`config.mk`:
```
export PLATFORM = sky130hd
export DESIGN_NAME = loadAlign
export DESIGN_NICKNAME = d
export VERILOG_FILES = /design/src/source/lsuPkg.sv /design/src/source/loadAlign.sv
export VERILOG_INCLUDE_DIRS = /design/src /design/src/source
export SDC_FILE = /design/constraint.sdc
export NUM_CORES = 1
export LEC_CHECK = 0
export ABC_AREA = 1
export BUFFER_PORTS_ARGS = -buffer_cell sky130_fd_sc_hd__buf_4
export CORE_MARGIN = 2
export CORE_UTILIZATION = 38
export DETAILED_ROUTE_END_ITERATION = 7
export GPL_ROUTABILITY_DRIVEN = 0
export PLACE_DENSITY = 0.78
export SYNTH_ARGS = -nofsm -noshare
export SYNTH_HDL_FRONTEND = slang
export SYNTH_SLANG_ARGS = --single-unit
```
`constraint.sdc`:
```
create_clock -name clk -period 1.65 [get_ports clk]
set_clock_uncertainty 0.2 [all_clocks]
set_input_delay 0.2475 -clock clk [delete_from_list [all_inputs] [get_ports clk]]
set_output_delay 0.2475 -clock clk [all_outputs]
set_load 0.05 [all_outputs]
```
`src/source/lsu_params.svh`:
```
`ifndef LSU_PARAMS_SVH
`define LSU_PARAMS_SVH

// Data and address width
`define LSU_XLEN 32

// Sequence number width
// Age is compared by signed difference since sqN wraps
`define LSU_SQN_W 6

// Destination tag width
`define LSU_TAG_W 6

// Data memory depth in words
`define LSU_MEM_WORDS 256

`endif

```
`src/source/lsuPkg.sv`:
```
`include "lsu_params.svh"

package lsuPkg;

    // Load and store operations
    typedef enum logic [3:0] {
        LSU_LB  = 4'd0,
        LSU_LH  = 4'd1,
        LSU_LW  = 4'd2,
        LSU_LBU = 4'd3,
        LSU_LHU = 4'd4,
        LSU_FLW = 4'd5,
        LSU_SB  = 4'd6,
        LSU_SH  = 4'd7,
        LSU_SW  = 4'd8,
        LSU_FSW = 4'd9
    } LsuOp;

    // Micro-op from issue
    typedef struct packed {
        logic                  valid;
        LsuOp                  opcode;
        logic [`LSU_XLEN-1:0]  srcA;
        logic [`LSU_XLEN-1:0]  srcB;
        logic [11:0]           imm;
        logic [`LSU_TAG_W-1:0] tagDst;
        logic [`LSU_SQN_W-1:0] sqN;
        logic [`LSU_XLEN-1:0]  pc;
    } ExUop;

    // Address generator output
    typedef struct packed {
        logic                  valid;
        logic [`LSU_XLEN-1:0]  addr;
        logic [`LSU_XLEN-1:0]  data;
        logic [3:0]            wmask;
        logic [1:0]            shamt;
        logic [1:0]            size;
        logic                  signExtend;
        logic                  isLoad;
        logic                  exception;
        logic [`LSU_TAG_W-1:0] tagDst;
        logic [`LSU_SQN_W-1:0] sqN;
        logic [`LSU_XLEN-1:0]  pc;
    } AguUop;

    // Misprediction notice with a one-cycle taken strobe
    typedef struct packed {
        logic                  taken;
        logic [`LSU_SQN_W-1:0] sqN;
    } BranchProv;

    typedef struct packed {
        logic nullCheck;
        logic alignCheck;
    } CheckCfg;

    // Completion record
    typedef struct packed {
        logic                  valid;
        logic                  isLoad;
        logic                  exception;
        logic [`LSU_TAG_W-1:0] tagDst;
        logic [`LSU_SQN_W-1:0] sqN;
        logic [`LSU_XLEN-1:0]  data;
    } LsuResult;

endpackage

```
`src/source/loadAlign.sv`:
```
`timescale 1ns/1ps
`include "lsu_params.svh"

module loadAlign import lsuPkg::*; (
    input  logic                 clk,
    input  logic                 rst,
    input  AguUop                agu,
    input  logic [`LSU_XLEN-1:0] rdata,
    output LsuResult             result
);

    // Control fields delayed to meet the registered read data
    typedef struct packed {
        logic                  valid;
        logic                  isLoad;
        logic                  exception;
        logic [1:0]            shamt;
        logic [1:0]            size;
        logic                  signExtend;
        logic [`LSU_TAG_W-1:0] tagDst;
        logic [`LSU_SQN_W-1:0] sqN;
    } AlignCtl;

    AlignCtl              ctl;
    logic [`LSU_XLEN-1:0] shifted;
    logic [`LSU_XLEN-1:0] loadData;

    always_ff @(posedge clk) begin
        ctl <= '{valid: agu.valid, isLoad: agu.isLoad, exception: agu.exception,
                 shamt: agu.shamt, size: agu.size, signExtend: agu.signExtend,
                 tagDst: agu.tagDst, sqN: agu.sqN};
        if (rst) begin
            ctl.valid <= 1'b0;
        end
    end

    assign shifted = rdata >> {ctl.shamt, 3'b000};

    always_comb begin
        case (ctl.size)
            2'd0: loadData = {{(`LSU_XLEN-8){ctl.signExtend & shifted[7]}}, shifted[7:0]};
            2'd1: loadData = {{(`LSU_XLEN-16){ctl.signExtend & shifted[15]}}, shifted[15:0]};
            default: loadData = shifted;
        endcase
    end

    // Stores and excepting ops complete with zero data
    always_ff @(posedge clk) begin
        result.valid <= ctl.valid;
        result.isLoad <= ctl.isLoad;
        result.exception <= ctl.exception;
        result.tagDst <= ctl.tagDst;
        result.sqN <= ctl.sqN;
        result.data <= (ctl.isLoad && !ctl.exception) ? loadData : '0;
        if (rst) begin
            result.valid <= 1'b0;
        end
    end

    // Undefined flags here mean the decode upstream went wrong
    resultFlagsKnown: assert property (
        @(posedge clk) disable iff (rst)
        result.valid |-> !$isunknown({result.isLoad, result.exception})
    ) else $error("completion with undefined isLoad and exception");

endmodule

```
== Word-level counts from Yosys, hierarchy flattened ==
Index checks and enable logic that the tools add are counted.
Operators by class
  multiplexer cells: 1
  reduce and logical (&&, ||, !) cells: 3
  bitwise logic cells: 2
  shift-type cells: 1
  equal/unequal tests: 1
Operators by type and width (count)
  $pmux W32 S2: 1
  $shr A32 B5 Y32: 1
  $and A1 B1 Y1: 2
  $eq A2 B1 Y1 const B: 1
  $logic_not A2 Y1: 1
  $logic_and A1 B1 Y1: 1
  $logic_not A1 Y1: 1
Storage, ports and cells
  word-level logic and storage cells: 22
  output and inout port bits: 47
  register bits: 67

== Logic depth before layout (Yosys ltp) ==
  depth in word-level cells: 3
  mapped depth: 10
  gate-level depth less buffers: 7

== Least setup slack after synthesis ==
No wires, ideal clock.
  kind: register to register
  start: register ctl[15] (netlist name)
  end: register result[18] (netlist name)
  arrival: 1.090 ns
  path slack: 0.251 ns
  path buffers: 3
  cell stages (with the launch flop): 11
  data required time: 1.341 ns
  cells stage by stage: dfxtp_1 -> buf_6 -> inv_4 -> buf_6 -> nand2_4 -> nand3_4 -> nand3b_4 -> buf_6 -> nand3_1 -> nand2_1 -> inv_1
On the way
  cells in the longest elaborated chain, start to end: 3
Ends and longest elaborated chain
  start: declaration: line loadAlign.sv:24  | AlignCtl ctl;
  start signal: assignment: line loadAlign.sv:29  | ctl <= '{valid: agu.valid, isLoad: agu.isLoad, exception: agu.exception,
  $shr A32 B5 Y32 *: line loadAlign.sv:37  | assign shifted = rdata >> {ctl.shamt, 3'b000};
  $and A1 B1 Y1, on equally long branches: line loadAlign.sv:42, loadAlign.sv:41
  $pmux W32 S2 *: line loadAlign.sv:40  | case (ctl.size)
  end: declaration: line loadAlign.sv:9  | output LsuResult result
Every way passes the cells marked *; elsewhere a longest branch is shown, timed or not.
A chain may end at the register's enable or synchronous reset.

== Final worst setup path ==
  start: input port rst
  end: register ctl[19] (netlist name)
RTL lines
  start: declaration: line loadAlign.sv:6  | input logic rst,
No word-level cell between the ends.

==> summary.txt <==
status -> finished, final reports clean
CTS tree -> yes
starting DRC count in detailed routing -> 103
final worst path period need -> 1.59 ns
Placed Area -> 3170 um2
synth warn -> 0
syn_area_per_cell -> 8.50 um2
Critical Path End Type -> register
critical path, cell by cell -> dlygate4sd3_1 > buf_4 > nor2_1 > dlygate4sd3_1
WHS -> 0.0296 ns
Mapped Cells -> 278
vias in the first global route -> 2248
setup slack after layout -> 0.0591 ns
internal power -> 2.84 mW
vias -> 2388
final WL -> 6490 um
final setup vio count -> 0
Critical Path Most Common Cell -> dlygate4sd3_1
HP Start -> rdata[14]
Finished Cell Area -> 3800 um2
ys async rst share -> 0
#FFs+latches synth -> 67
Leak Pwr -> 2.01 nW
Max Freq -> 0.629 GHz
Reg clk slew, reported paths -> 0.07 ns
Synth cell types -> 21
Layout Nets -> 573
area added between synthesis and finish -> 60.9%
Top delay family on crit path -> buffers and inverters
type of the worst min-delay path -> input port to register
Post-synth EDFFs -> 0
Fin. Hold Viols -> 0
CTS buffer count -> 9
Power Density -> 1020 nW/um2
H-tree levels -> 3
largest net degree at the start of global routing -> 25
most frequent cell after synthesis -> nand2_1
DRT Pass-1 Iters -> 7
CTS Buffer Depth -> 2
post-route ant nets -> 0
GRT Total Usage -> 0.194
DR WL/cell -> 13.0 um
most frequent cells after synthesis -> nand2_1 (97), dfxtp_1 (67), nand3_1 (29)
Die Ht -> 82.8 um
GRT overflow -> 0
Rel. slew slack -> 0.751
Top Ports -> 201
Max Cap Viol -> 0
crit-path max cell delay -> 0.58 ns
Initial Utilization -> 0.397
main area contributors after synthesis -> dfxtp_1 (57%), nand2_1 (15%), nand3_1 (6.1%)
worst-margin pin slew -> 0.373 ns
CTS sink cnt -> 67
pre-CTS WS -> -0.0134 ns
Psw -> 1.05 mW
first-pass GRT wire length -> 10600 um
clk_lat worst skew -> 0.33 ns
Vias/cell -> 4.78
Critical Path AT -> 1.67 ns
Crit. Startpoint -> rst
Die W -> 82.8 um
Slew Limit Fails -> 0
initial antenna violation count -> 1
Crit Path Max Fanout -> 2
worst-path cell with the longest stage delay -> dlygate4sd3_1
Combinational Power Share -> 0.175
Sw Ratio -> 0.271
sequential power share -> 0.444
Final period util -> 0.964
DRC violations left -> 0
RSZ-0062 raised after global routing -> no
CP Data Required Time -> 1.73 ns
Post-Syn Nets -> 432
critical path type -> input port to register
Critical Path Start Type -> input port
Layout Utilization -> 0.638
ys flop type -> dfxtp_1
full die area -> 6860 um2
layout cells sized above 1 -> 0.333
Synth top area share -> 0.568
reg-to-reg startpoint -> ctl[15]$_DFF_P_
Row Count -> 28
Clock Power Share -> 0.382
VDD IR max -> 0.987 mV
post-synthesis sequential area ratio -> 0.568
count of input and output buffers -> 100
clk root buf -> clkbuf_8
Yosys top cell by area -> dfxtp_1
post-detail-place hpwl -> 4620 um
Mapped Area -> 2360 um2
CP bufs+invs -> 3
Core ar. -> 5960 um2
logic make-up (layout without fill, tap and decap cells):
family | count (synthesis) | in the layout | synth area share
flops | 67 | 67 | 0.568
simple gates | 142 | 144 | 0.283
compound gates | 29 | 29 | 0.0651
buf+inv | 40 | 184 | 0.0842
other cells | 0 | 1 | 0
through the flow:
stage	setup TNS (ns)	total power, mW	instances
after CTS	0	3.92	497
after floorplan	0	2.12	278
final	0	3.89	500
after global routing	0	4.05	500
after global placement	0	2.34	446
after detailed placement	-0.0134	2.35	446
state kept, by name, summed over array words and instances, names as in the netlist:
signal	cells
result	47
ctl	20
final timing paths:
check | end | slack, ns | depth (start not counted)
max | ctl[19]$_SDFF_PP0_ | 0.06 | 4
min | result[6]$_SDFF_PN0_ | 0.03 | 3
max reg2reg | result[24]$_SDFF_PN0_ | 0.12 | 7
min reg2reg | result[40]$_DFF_P_ | 0.13 | 0
cells in the final DEF (no fill, tap or decap), types with 2 or more instances in the layout:
cell type / count
buf_4: 109
nor2_4: 2
o21ai_0: 7
a31oi_1: 7
nand2_1: 97
nor2_1: 5
nand3b_4: 3
nand3_2: 5
clkbuf_8: 9
nand3_1: 28
a21oi_1: 15
dfxtp_1: 66
inv_1: 22
inv_6: 2
bufinv_16: 2
dlygate4sd3_1: 34
worst register-to-register path, stage by stage (launching register included):
cell      delay (ns)
dfxtp_2         0.40
inv_4           0.09
nand2_1         0.10
nand3_2         0.20
nand3b_4        0.25
nand3_1         0.09
nand2_1         0.06
inv_1           0.03
what timing repair did:
| item | CTS | global route |
|---|---|---|
| setup endpoints to repair | 9 | 24 |
| hold buffers | 34 | 0 |
| setup buffers | 1 | 0 |
| cloned | 0 | 2 |
| pin swaps | 0 | 1 |
| gates resized for setup | 0 | 4 |
| hold endpoints to repair | 28 | 0 |
cell type report:
class	instances	area [um2]
Multi-Input combinational cell	173	867
Tap cell	75	93.8
Clock buffer	9	124
Fill cell	525	2160
Timing Repair Buffer	144	1180
Sequential cell	67	1340
Inverter	24	92.6
Antenna cell	1	2.50
Clock inverter	7	98.8
routing by layer:
metal  vias up  GRT usage  routed length [um]
li1       1169          -                   -
met1      1052      0.248                2750
met2       161      0.301                2830
met3         6     0.0835                 850
met4         0     0.0551                  64
met5         -          0                   0
power by group through the flow:
stage               Sequential (mW)  Combinational, mW  Clock, mW
detailed placement             1.76              0.592          0
CTS                            1.72              0.663       1.53
floorplan                      1.93              0.188          0
finish                         1.72              0.679       1.48
global placement               1.76              0.586          0
global route                   1.73              0.729       1.59
Power figures use the tool's default switching activity.
